`src/common/lsu_defs.svh`:
```
`ifndef LSU_DEFS_SVH
`define LSU_DEFS_SVH

// Data word and address width
`define LSU_XLEN 32

// Memory port moves one byte per access
`define LSU_BYTE_W 8

// Immediate offset of I-type loads and S-type stores
`define LSU_OFFSET_W 12

// ROB tag width
// Tag zero marks an empty request and an empty CDB slot
`define LSU_ROB_W 4

`endif

```
`src/common/lsu_pkg.sv`:
```
`default_nettype none

`include "lsu_defs.svh"

package lsu_pkg;

    // funct3 codes of RV32I loads and stores
    // Stores only use the first three
    typedef enum logic [2:0] {
        F3_LB_SB = 3'b000,
        F3_LH_SH = 3'b001,
        F3_LW_SW = 3'b010,
        F3_LBU   = 3'b100,
        F3_LHU   = 3'b101
    } lsu_func3_e;

    // Controller states
    typedef enum logic [1:0] {
        ST_IDLE        = 2'd0,
        ST_LOADING     = 2'd1,
        ST_STORING     = 2'd2,
        ST_LOAD_FINISH = 2'd3  // Waiting on the last data byte
    } lsu_state_e;

    // One data word, seen whole or as little-endian bytes
    typedef union packed {
        logic [`LSU_XLEN-1:0]                              word;
        logic [`LSU_XLEN/`LSU_BYTE_W-1:0][`LSU_BYTE_W-1:0] bytes;
    } lsu_word_u;

endpackage

`default_nettype wire

```
`src/lsu/lsu_ctrl.sv`:
```
`timescale 1ns/100ps
`default_nettype none

`include "lsu_defs.svh"

module lsu_ctrl (
    input  wire                          clk_in,
    input  wire                          rst_n,
    input  wire                          req_store,
    input  wire lsu_pkg::lsu_func3_e     req_op,
    input  wire [`LSU_XLEN-1:0]          req_base,
    input  wire [`LSU_OFFSET_W-1:0]      req_offset,
    input  wire [`LSU_ROB_W-1:0]         req_dest,
    input  wire                          mem_success,
    output logic                         recv,
    output logic                         mem_en,
    output logic                         mem_wr,
    output logic [`LSU_XLEN-1:0]         mem_addr,
    output logic [`LSU_ROB_W-1:0]        cdb_rob_id,
    output lsu_pkg::lsu_func3_e          op,
    output logic                         start_store,
    output logic                         start_load,
    output logic                         shift_store,
    output logic                         take_byte,
    output logic                         finish_load,
    output logic                         finish_store
);
    import lsu_pkg::*;

    lsu_state_e              state;
    logic [1:0]              bytes_left;  // Bytes still due after the current one
    logic [1:0]              req_count;
    logic [`LSU_ROB_W-1:0]   cur_tag;
    logic                    load_ok;     // Last cycle's load byte was accepted
    logic                    stale_ack;   // Success now belongs to an older retry
    logic                    req_valid;
    logic                    accept;
    logic                    byte_done;
    logic                    last_byte;
    logic [`LSU_XLEN-1:0]    offset_ext;
    logic [`LSU_XLEN-1:0]    eff_addr;

    assign req_valid = (req_dest != '0);
    assign accept    = (state == ST_IDLE) && req_valid;

    // Base plus sign-extended immediate
    assign offset_ext = {{(`LSU_XLEN-`LSU_OFFSET_W){req_offset[`LSU_OFFSET_W-1]}},
                         req_offset};
    assign eff_addr   = req_base + offset_ext;

    // mem_success answers the access of the previous cycle.
    // The address is retried every cycle, so right after a step the
    // answer still refers to the old byte and is dropped.
    assign byte_done = mem_en && mem_success && !stale_ack;
    assign last_byte = (bytes_left == 2'd0);

    assign mem_wr = (state == ST_STORING);

    // Strobes to the data path, acted on at the next edge
    assign start_store  = accept && req_store;
    assign start_load   = accept && !req_store;
    assign shift_store  = byte_done && (state == ST_STORING);
    assign finish_store = shift_store && last_byte;
    assign take_byte    = load_ok;                       // mem_din carries the byte now
    assign finish_load  = (state == ST_LOAD_FINISH);

    // Byte count minus one per access size
    always_comb begin
        case (req_op)
            F3_LB_SB, F3_LBU: req_count = 2'd0;
            F3_LH_SH, F3_LHU: req_count = 2'd1;
            default:          req_count = 2'd3;  // Word
        endcase
    end

    always_ff @(posedge clk_in) begin
        if (!rst_n) begin
            state      <= ST_IDLE;
            recv       <= 1'b0;
            mem_en     <= 1'b0;
            cdb_rob_id <= '0;
            bytes_left <= 2'd0;
            load_ok    <= 1'b0;
            stale_ack  <= 1'b0;
        end else begin
            recv       <= accept;            // Single cycle, state leaves idle
            cdb_rob_id <= '0;
            stale_ack  <= accept || byte_done;

            case (state)
                ST_IDLE: begin
                    if (accept) begin
                        state      <= req_store ? ST_STORING : ST_LOADING;
                        mem_en     <= 1'b1;
                        bytes_left <= req_count;
                        load_ok    <= 1'b0;
                    end
                end

                ST_LOADING: begin
                    load_ok <= byte_done;
                    if (byte_done) begin
                        if (last_byte) begin
                            state  <= ST_LOAD_FINISH;  // Data of this byte still to come
                            mem_en <= 1'b0;
                        end else begin
                            bytes_left <= bytes_left - 2'd1;
                        end
                    end
                end

                ST_LOAD_FINISH: begin
                    state      <= ST_IDLE;
                    load_ok    <= 1'b0;
                    cdb_rob_id <= cur_tag;
                end

                ST_STORING: begin
                    if (byte_done) begin
                        if (last_byte) begin
                            state      <= ST_IDLE;
                            mem_en     <= 1'b0;
                            cdb_rob_id <= cur_tag;
                        end else begin
                            bytes_left <= bytes_left - 2'd1;
                        end
                    end
                end

                default: begin
                    state  <= ST_IDLE;
                    mem_en <= 1'b0;
                end
            endcase
        end
    end

    // Address, tag and func3 of the running access
    always_ff @(posedge clk_in) begin
        if (accept) begin
            mem_addr <= eff_addr;
            cur_tag  <= req_dest;
            op       <= req_op;
        end else if (byte_done && !last_byte) begin
            mem_addr <= mem_addr + `LSU_XLEN'd1;  // Next byte, little endian
        end
    end

endmodule

`default_nettype wire

```
`src/lsu/lsu_data.sv`:
```
`timescale 1ns/100ps
`default_nettype none

`include "lsu_defs.svh"

module lsu_data (
    input  wire                          clk_in,
    input  wire                          rst_n,
    input  wire [`LSU_XLEN-1:0]          req_data,
    input  wire lsu_pkg::lsu_func3_e     op,
    input  wire                          start_store,
    input  wire                          start_load,
    input  wire                          shift_store,
    input  wire                          take_byte,
    input  wire                          finish_load,
    input  wire                          finish_store,
    input  wire [`LSU_BYTE_W-1:0]        mem_din,
    output logic [`LSU_BYTE_W-1:0]       mem_dout,
    output logic [`LSU_XLEN-1:0]         cdb_value
);
    import lsu_pkg::*;

    lsu_word_u              word_q;      // Store bytes going out or load bytes coming in
    lsu_word_u              filled;      // Buffer with this cycle's byte on top
    lsu_word_u              aligned;
    logic [`LSU_XLEN-1:0]   load_value;

    // Low byte leaves first
    assign mem_dout = word_q.bytes[0];

    assign filled.word = {mem_din, word_q.word[`LSU_XLEN-1:`LSU_BYTE_W]};

    // Bytes arrive at the top, move them down to bit zero by size
    always_comb begin
        case (op)
            F3_LB_SB, F3_LBU: aligned.word = filled.word >> (`LSU_XLEN - `LSU_BYTE_W);
            F3_LH_SH, F3_LHU: aligned.word = filled.word >> (`LSU_XLEN - 2*`LSU_BYTE_W);
            default:          aligned.word = filled.word;
        endcase
    end

    always_comb begin
        case (op)
            F3_LB_SB: begin
                load_value = {{(`LSU_XLEN-`LSU_BYTE_W){aligned.bytes[0][`LSU_BYTE_W-1]}},
                              aligned.bytes[0]};
            end
            F3_LH_SH: begin
                load_value = {{(`LSU_XLEN-2*`LSU_BYTE_W){aligned.bytes[1][`LSU_BYTE_W-1]}},
                              aligned.bytes[1], aligned.bytes[0]};
            end
            F3_LBU: begin
                load_value = {{(`LSU_XLEN-`LSU_BYTE_W){1'b0}}, aligned.bytes[0]};
            end
            F3_LHU: begin
                load_value = {{(`LSU_XLEN-2*`LSU_BYTE_W){1'b0}},
                              aligned.bytes[1], aligned.bytes[0]};
            end
            default: load_value = aligned.word;  // LW
        endcase
    end

    always_ff @(posedge clk_in) begin
        if (start_store) begin
            word_q.word <= req_data;
        end else if (start_load) begin
            word_q.word <= '0;
        end else if (shift_store) begin
            word_q.word <= {{`LSU_BYTE_W{1'b0}}, word_q.word[`LSU_XLEN-1:`LSU_BYTE_W]};
        end else if (take_byte) begin
            word_q <= filled;
        end
    end

    // The last byte is on mem_din during finish_load, so filled already has it
    always_ff @(posedge clk_in) begin
        if (!rst_n) begin
            cdb_value <= '0;
        end else if (finish_load) begin
            cdb_value <= load_value;
        end else if (finish_store) begin
            cdb_value <= '0;  // Stores carry no result
        end
    end

endmodule

`default_nettype wire

```
`src/lsu/load_store_unit.sv`:
```
`timescale 1ns/100ps
`default_nettype none

`include "lsu_defs.svh"

module load_store_unit (
    input  wire                          clk_in,
    input  wire                          rst_n,
    input  wire                          req_store,
    input  wire lsu_pkg::lsu_func3_e     req_op,
    input  wire [`LSU_XLEN-1:0]          req_base,
    input  wire [`LSU_XLEN-1:0]          req_data,
    input  wire [`LSU_OFFSET_W-1:0]      req_offset,
    input  wire [`LSU_ROB_W-1:0]         req_dest,
    output wire                          recv,
    input  wire [`LSU_BYTE_W-1:0]        mem_din,
    input  wire                          mem_success,
    output wire [`LSU_XLEN-1:0]          mem_addr,
    output wire [`LSU_BYTE_W-1:0]        mem_dout,
    output wire                          mem_wr,
    output wire                          mem_en,
    output wire [`LSU_ROB_W-1:0]         cdb_rob_id,
    output wire [`LSU_XLEN-1:0]          cdb_value
);
    import lsu_pkg::*;

    wire lsu_func3_e  latched_op;  // func3 of the access in flight
    wire              start_store;
    wire              start_load;
    wire              shift_store;
    wire              take_byte;
    wire              finish_load;
    wire              finish_store;

    lsu_ctrl u_ctrl (
        .clk_in       (clk_in),
        .rst_n        (rst_n),
        .req_store    (req_store),
        .req_op       (req_op),
        .req_base     (req_base),
        .req_offset   (req_offset),
        .req_dest     (req_dest),
        .mem_success  (mem_success),
        .recv         (recv),
        .mem_en       (mem_en),
        .mem_wr       (mem_wr),
        .mem_addr     (mem_addr),
        .cdb_rob_id   (cdb_rob_id),
        .op           (latched_op),
        .start_store  (start_store),
        .start_load   (start_load),
        .shift_store  (shift_store),
        .take_byte    (take_byte),
        .finish_load  (finish_load),
        .finish_store (finish_store)
    );

    lsu_data u_data (
        .clk_in       (clk_in),
        .rst_n        (rst_n),
        .req_data     (req_data),
        .op           (latched_op),
        .start_store  (start_store),
        .start_load   (start_load),
        .shift_store  (shift_store),
        .take_byte    (take_byte),
        .finish_load  (finish_load),
        .finish_store (finish_store),
        .mem_din      (mem_din),
        .mem_dout     (mem_dout),
        .cdb_value    (cdb_value)
    );

endmodule

`default_nettype wire

```
`config.mk`:
```
export PLATFORM = sky130hd
export DESIGN_NAME = load_store_unit
export DESIGN_NICKNAME = d
export VERILOG_FILES = /design/src/common/lsu_pkg.sv /design/src/lsu/lsu_ctrl.sv /design/src/lsu/lsu_data.sv /design/src/lsu/load_store_unit.sv
export VERILOG_INCLUDE_DIRS = /design/src /design/src/common
export SDC_FILE = /design/constraint.sdc
export NUM_CORES = 1
export LEC_CHECK = 0
export ABC_AREA = 1
export BUFFER_PORTS_ARGS = -buffer_cell sky130_fd_sc_hd__buf_2
export CAP_MARGIN = 20
export CORE_MARGIN = 2
export CORE_UTILIZATION = 50
export CTS_BUF_LIST = sky130_fd_sc_hd__clkbuf_16
export DETAILED_ROUTE_END_ITERATION = 12
export PLACE_DENSITY = 0.74
export RECOVER_POWER = 50
export REMOVE_ABC_BUFFERS = 1
export SLEW_MARGIN = 0
export SYNTH_ARGS = -nofsm -noshare
export SYNTH_HDL_FRONTEND = slang
export SYNTH_SLANG_ARGS = --single-unit
```
`constraint.sdc`:
```
create_clock -name clk_in -period 7.1 [get_ports clk_in]
set_input_delay 0.355 -clock clk_in [delete_from_list [all_inputs] [get_ports clk_in]]
set_output_delay 0.355 -clock clk_in [all_outputs]
set_load 0.02 [all_outputs]
```
==> results of run 1 <==
==> worst max-delay path, cell delays in order, from the launching register on <==
cell      delay [ps]
dfxtp_1          360
inv_1             80
ha_1             270
nand2_1           90
clkbuf_1        1610
inv_2            760
buf_4            570
nand3_1          170
o31ai_1           90
==> cell usage in the layout, fill, tap and decap left out, drive strengths merged, types with 2 or more instances in the layout <==
| cell type | count |
|---|---|
| a211oi | 2 |
| a21o | 3 |
| a21oi | 66 |
| and2 | 2 |
| buf | 94 |
| clkbuf | 103 |
| clkinv | 9 |
| clkinvlp | 5 |
| dfxtp | 44 |
| diode | 2 |
| edfxtp | 71 |
| ha | 37 |
| inv | 169 |
| nand2 | 388 |
| nand3 | 82 |
| nand3b | 7 |
| nand4 | 10 |
| nor2 | 92 |
| nor3 | 19 |
| o211ai | 19 |
| o21ai | 65 |
| o21bai | 4 |
| o22ai | 10 |
| o31ai | 8 |
| xnor2 | 14 |
| xor2 | 17 |
==> power by group <==
part	internal [W]	switching [W]	leakage, nW	total, W
Sequential	0.00109	0.000243	1.08	0.00133
Combinational	0.000412	0.000996	3.19	0.00141
Clock	0.000475	0.000315	0.257	0.000790
==> registers in the layout (all words and copies together), names as in the netlist <==
name and flops:
u_ctrl.mem_en 1, u_ctrl.take_byte 1, u_ctrl.mem_addr 32, u_ctrl.op 3, u_ctrl.recv 1, u_data.word_q 32, u_ctrl.stale_ack 1, u_data.cdb_value 32
u_ctrl.bytes_left 2, u_ctrl.state 2, u_ctrl.cur_tag 4, u_ctrl.cdb_rob_id 4
==> worst max-delay path by stage <==
stage	from	end	slack [ps]	depth (start not counted)
floorplan	u_ctrl.mem_en$_SDFFE_PN0P_	u_ctrl.mem_addr[0]$_DFFE_PP_	3630	2
CTS	u_ctrl.state[1]$_SDFFE_PN0P_	u_data.word_q[28]$_DFFE_PP_	4430	8
global route	u_ctrl.state[0]$_SDFFE_PN0P_	u_data.word_q[22]$_DFFE_PP_	2410	8
detailed placement	u_ctrl.state[1]$_SDFFE_PN0P_	u_data.word_q[18]$_DFFE_PP_	4450	7
global placement	u_ctrl.state[0]$_SDFFE_PN0P_	u_data.word_q[20]$_DFFE_PP_	4560	8
finish	u_ctrl.state[0]$_SDFFE_PN0P_	u_data.word_q[28]$_DFFE_PP_	2750	8
==> per-layer routing <==
| layer | vias up | part of all wire | global-route usage |
|---|---|---|---|
| met1 | 3722 | 0.46 | 0.402 |
| li1 | 4139 | - | - |
| met4 | 0 | 0.021 | 0.0791 |
| met3 | 32 | 0.083 | 0.0527 |
| met5 | - | 0 | 0 |
| met2 | 342 | 0.44 | 0.414 |
==> cell families after synthesis <==
group / count (synthesis) / synth area share
and+or+nand+nor: 602 / 0.304
buffers and inverters: 211 / 0.108
xor gates and xnor gates: 31 / 0.0333
muxes: 1 / 0.00123
adders and majority gates: 38 / 0.0591
AOI/OAI and AO/OA: 179 / 0.125
DFF: 115 / 0.369
==> layout make-up <==
class                           instances  area (sq um)
Fill cell                            1590          6360
Clock buffer                           17           425
Multi-Input combinational cell        851          4260
Inverter                              169           634
Sequential cell                       115          3010
Antenna cell                            2          5.00
Tap cell                              216           270
Clock inverter                         15           120
Timing Repair Buffer                  180           846
==> metrics by stage <==
stage / worst slack, ps / cell area [sq um] / cells / hold slack [ps] / utilization
after global routing: 2410 / 9580 / 1565 / 120 / 0.601
after CTS: 4430 / 9640 / 1561 / 126 / 0.605
after detailed placement: 4450 / 9090 / 1529 / 448 / 0.570
final: 2750 / 9580 / 1565 / 135 / 0.601
after floorplan: 3630 / 7920 / 1135 / 429 / -
after global placement: 4560 / 9090 / 1529 / 441 / 0.570
==> run metrics, run 1 <==
status finished, violations left; violated checks capacitance limit, slew limit; gr ovfl total 0; CTS Sinks between 100 and 150; total power roughly 0.0035 W; layout cells sized above 1 0.0987; initial antenna violation count 2; Port Buffer Count around 170; startpoint types flip-flop; Synth Area per Inst between 6 and 7 sq um; CTS Hold Bufs 0; reg2reg start u_ctrl.state[0]$_SDFFE_PN0P_; Synth area leaders edfxtp_1 (26%), nand2_1 (18%), dfxtp_1 (11%), inv_1 (7.6%), ha_1 (5.7%); Worst Path Max Fanout just over 60; Netlist cell types 42; worst vdd ir 0.284 mV; worst reg-to-reg setup slack 2750 ps; Post-synth ARST share 0; Final Hold Vio Count 0; Primary FF master, synth edfxtp_1; Final ANT Viol Nets 0; Synth warnings 0; Synth area leader edfxtp_1; WHS Path Cells 1; # IOs 174; Pre-Repair DR Iteration Count 5; count of final max-slew check failures 83; die height approximately 130 microns; relative slew slack -0.520; depth of the CTS H-tree 4; # rows 46; First DRT Iteration DRCs 910; Tightest Pin Transition around 2300 ps; Mapped Cells ~1,200; setup TNS 0 ps; clock root buffer clkbuf_16; vias per std cell about 5.3; worst min path class in -> reg; crit path DAT 4470 ps; Cell Area, Synth ~8000 sq um; reg2reg end u_data.word_q[28]$_DFFE_PP_; final setup fails 0; Worst Min Path Start req_op[2]; Area Growth Syn to Fin 17.3%; r2r worst-path depth 8; Setup Buffers After CTS 0; period utilization 0.613; largest net degree at the start of global routing 63; # resized after CTS 0; CTS max path bufs 2; max_cap viols 2; TritonCTS Buffers 17; Critical Path RT between 7000 and 8000 ps; post-synthesis sequential area ratio 0.369; commonest cells in the netlist nand2_1 (388), inv_1 (165), nor2_1 (89); Pleak roughly 4.5 nW; clock slew at reported path FFs roughly 50 ps; achievable frequency between 200 and 250 MHz; Routed WL between 20 and 25 mm; Final GP Congestion roughly 0.96; routed via count a little over 8,000; Post-synth EDFFs just over 70; HPWL after DPL ~18 mm; Skew-Pair Late Insertion Delay between 400 and 500 ps; die width roughly 130 microns; core box area 15,900 sq um; Initial Util 0.512; unrepaired setup endpoints after global routing no; hold endpoint u_ctrl.op[2]$_DFFE_PP_; CTS tree yes; vias in the first global route 7,495; Power Density 368 nW/um^2; Yosys reg bits 115; Final min period ~4300 ps; # DRC 0; GRT Overall Usage 0.275; DR WL/cell approximately 15 microns; Synth top area share 0.261; crit path kind reg -> reg; global-route wire length before repair around 39 mm; die area 17,400 sq um; Post-layout nets 1,467; top-count cell post-synth nand2_1; clk_skew roughly 10 ps; endpoint type of the worst setup path flip-flop
(Power assumes the default switching activity.)
==> inputs of run 2 (changes only) <==
ABC_AREA = 0   (was 1)
CORE_UTILIZATION = 49   (was 50)
PLACE_DENSITY = 0.77   (was 0.74)
clock period = 3.9 ns   (was 7.1 ns; I/O delays follow)
==> run metrics, run 2 <==
# rows 44; count of final max-slew check failures 33; core box area approximately 14,000 sq um; Synth Area per Inst between 9 and 10 sq um; worst min path class in -> reg; CTS max path bufs 2; period utilization 0.766; DR WL/cell around 16 microns; total power approximately 0.0063 W; Port Buffer Count roughly 170; endpoint type of the worst setup path flip-flop; Mapped Cells between 700 and 800; Synth warnings 0; status finished, violations left; Pre-Repair DR Iteration Count 5; unrepaired setup endpoints after global routing no; Final min period 2990 ps; Post-synth ARST share 0; worst reg-to-reg setup slack 1250 ps; Initial Util 0.498; die width between 100 and 150 microns; Synth top area share 0.296; HPWL after DPL approximately 13 mm; post-synthesis sequential area ratio 0.418; Primary FF master, synth edfxtp_1; hold endpoint u_data.word_q[11]$_DFFE_PP_; Final Hold Vio Count 0; top flop regs u_ctrl.mem_addr (32), u_data.cdb_value (32), u_data.word_q (32); reg2reg start u_ctrl.state[0]$_SDFFE_PN0P_; Power Density between 700 and 800 nW/um^2; global route hottest layer met2; gr ovfl total 0; commonest non-fill, non-tap cells in the layout nand2_1 (93), buf_2 (88), clkbuf_1 (87), o21ai_0 (72), edfxtp_1 (71); reg2reg end u_data.word_q[31]$_DFFE_PP_; Synth area leader edfxtp_1; r2r worst-path depth 9; fillers approximately 1,300; Area Growth Syn to Fin 20.6%; violated checks capacitance limit, slew limit; WHS Path Cells 2; First DRT Iteration DRCs 540; Setup Buffers After CTS 0; vias per std cell a little under 6; Post-layout nets between 1,000 and 1,500; Synth area leaders edfxtp_1 (30%), dfxtp_1 (12%), ha_1 (6.4%), o21ai_0 (5.1%), nand2_1 (4.8%); # DRC 0; top-count cell post-synth nand2_1; vias in the first global route between 6,000 and 7,000; achievable frequency ~330 MHz; Skew-Pair Late Insertion Delay about 410 ps; Storage cell area between 3000 and 4000 sq um; die height 125 microns; GR Util met1 0.319; worst vdd ir between 0.3 and 0.4 mV; met2 Track Usage GR 0.391; commonest cells in the netlist nand2_1 (93), o21ai_0 (73), edfxtp_1 (71); Post-synth EDFFs between 70 and 80; global-route wire length before repair 30.6 mm; Yosys reg bits between 100 and 150; area used by multi-input combinational logic ~4000 sq um; die area 15,700 sq um; Tightest Pin Transition 1530 ps; Final GP Congestion 0.995; crit path DAT approximately 3200 ps; layout cells sized above 1 0.142; final setup fails 0; clk_skew between 6 and 7 ps; routed via count ~6,600; GRT Overall Usage 0.237; commonest non-fill, non-tap cell in the layout nand2_1; depth of the CTS H-tree 4; CTS Hold Bufs 5; CTS tree yes; # IOs between 150 and 200; max_cap viols 1; initial antenna violation count 0; largest net degree at the start of global routing 45; Routed WL 18.7 mm; CTS Sinks 115; Pleak between 3 and 4 nW; Worst Path Max Fanout 27; grt met3 use 0.0419; TritonCTS Buffers 17; crit path kind in -> reg; clock slew at reported path FFs 60 ps; startpoint types input pin; final hold slack approximately 70 ps; Critical Path RT 4100 ps; # resized after CTS 0; Netlist cell types 60; Ant. Diodes 0; Worst Min Path Start req_data[11]; clock root buffer clkbuf_16; Cell Area, Synth approximately 7000 sq um; relative slew slack -0.0205; Final ANT Viol Nets 0
-- run 2: critical path: stages --
cell	delay [ps]
dlygate4sd3_1	540
clkbuf_1	110
nor4_1	310
clkbuf_1	280
nand2b_2	580
inv_1	120
buf_4	250
or4_1	530
nand2_1	100
a311oi_1	50
o41ai_1	100
-- run 2: how the worst max path moves through the flow --
stage                                    end   startpoint  cells past startpoint
2_1_floorplan     u_data.word_q[0]$_DFFE_PP_  req_dest[1]                      5
3_3_place_gp   u_ctrl.mem_addr[26]$_DFFE_PP_  req_base[0]                     10
3_5_place_dp   u_ctrl.mem_addr[26]$_DFFE_PP_  req_base[0]                     10
4_1_cts        u_ctrl.mem_addr[30]$_DFFE_PP_  req_dest[1]                     11
5_1_grt          u_data.word_q[11]$_DFFE_PP_  req_dest[1]                     11
6_report       u_ctrl.mem_addr[30]$_DFFE_PP_  req_dest[1]                     11
-- run 2: layout make-up --
class	instances	area share
Tap cell	184	0.0265
Clock buffer	17	0.0489
Sequential cell	115	0.346
Timing Repair Buffer	190	0.103
Clock inverter	15	0.0173
Multi-Input combinational cell	594	0.450
Inverter	19	0.00820
-- run 2: where the power goes --
group | internal (W) | switching (W) | total (W) | leakage (nW)
Combinational | 0.000838 | 0.00156 | 0.00240 | 2.12
Clock | 0.000984 | 0.000536 | 0.00152 | 0.286
Sequential | 0.00197 | 0.000436 | 0.00241 | 1.08
-- run 2: per-layer routing --
layer,wire [microns],share of wire
met1,8090,0.43
met2,8800,0.47
met3,1510,0.081
met4,282,0.015
met5,0,0
-- run 2: kinds of logic after synthesis --
family / synth area share
compound gates: 0.230
simple gates: 0.164
flops: 0.418
buf+inv: 0.0402
xor+xnor: 0.0631
fa+ha+maj: 0.0670
mux: 0.0180
-- run 2: stage by stage --
stage          setup slack, ps  setup TNS [ps]  cells   util  instance area, sq um
6_report                   911               0   1134  0.601                  8700
4_1_cts                   1130               0   1134  0.609                  8820
5_1_grt                    680               0   1134  0.601                  8700
3_3_place_gp              1210               0   1097  0.566                  8200
2_1_floorplan             -688          -34910    728      -                  6990
3_5_place_dp              1140               0   1097  0.566                  8200
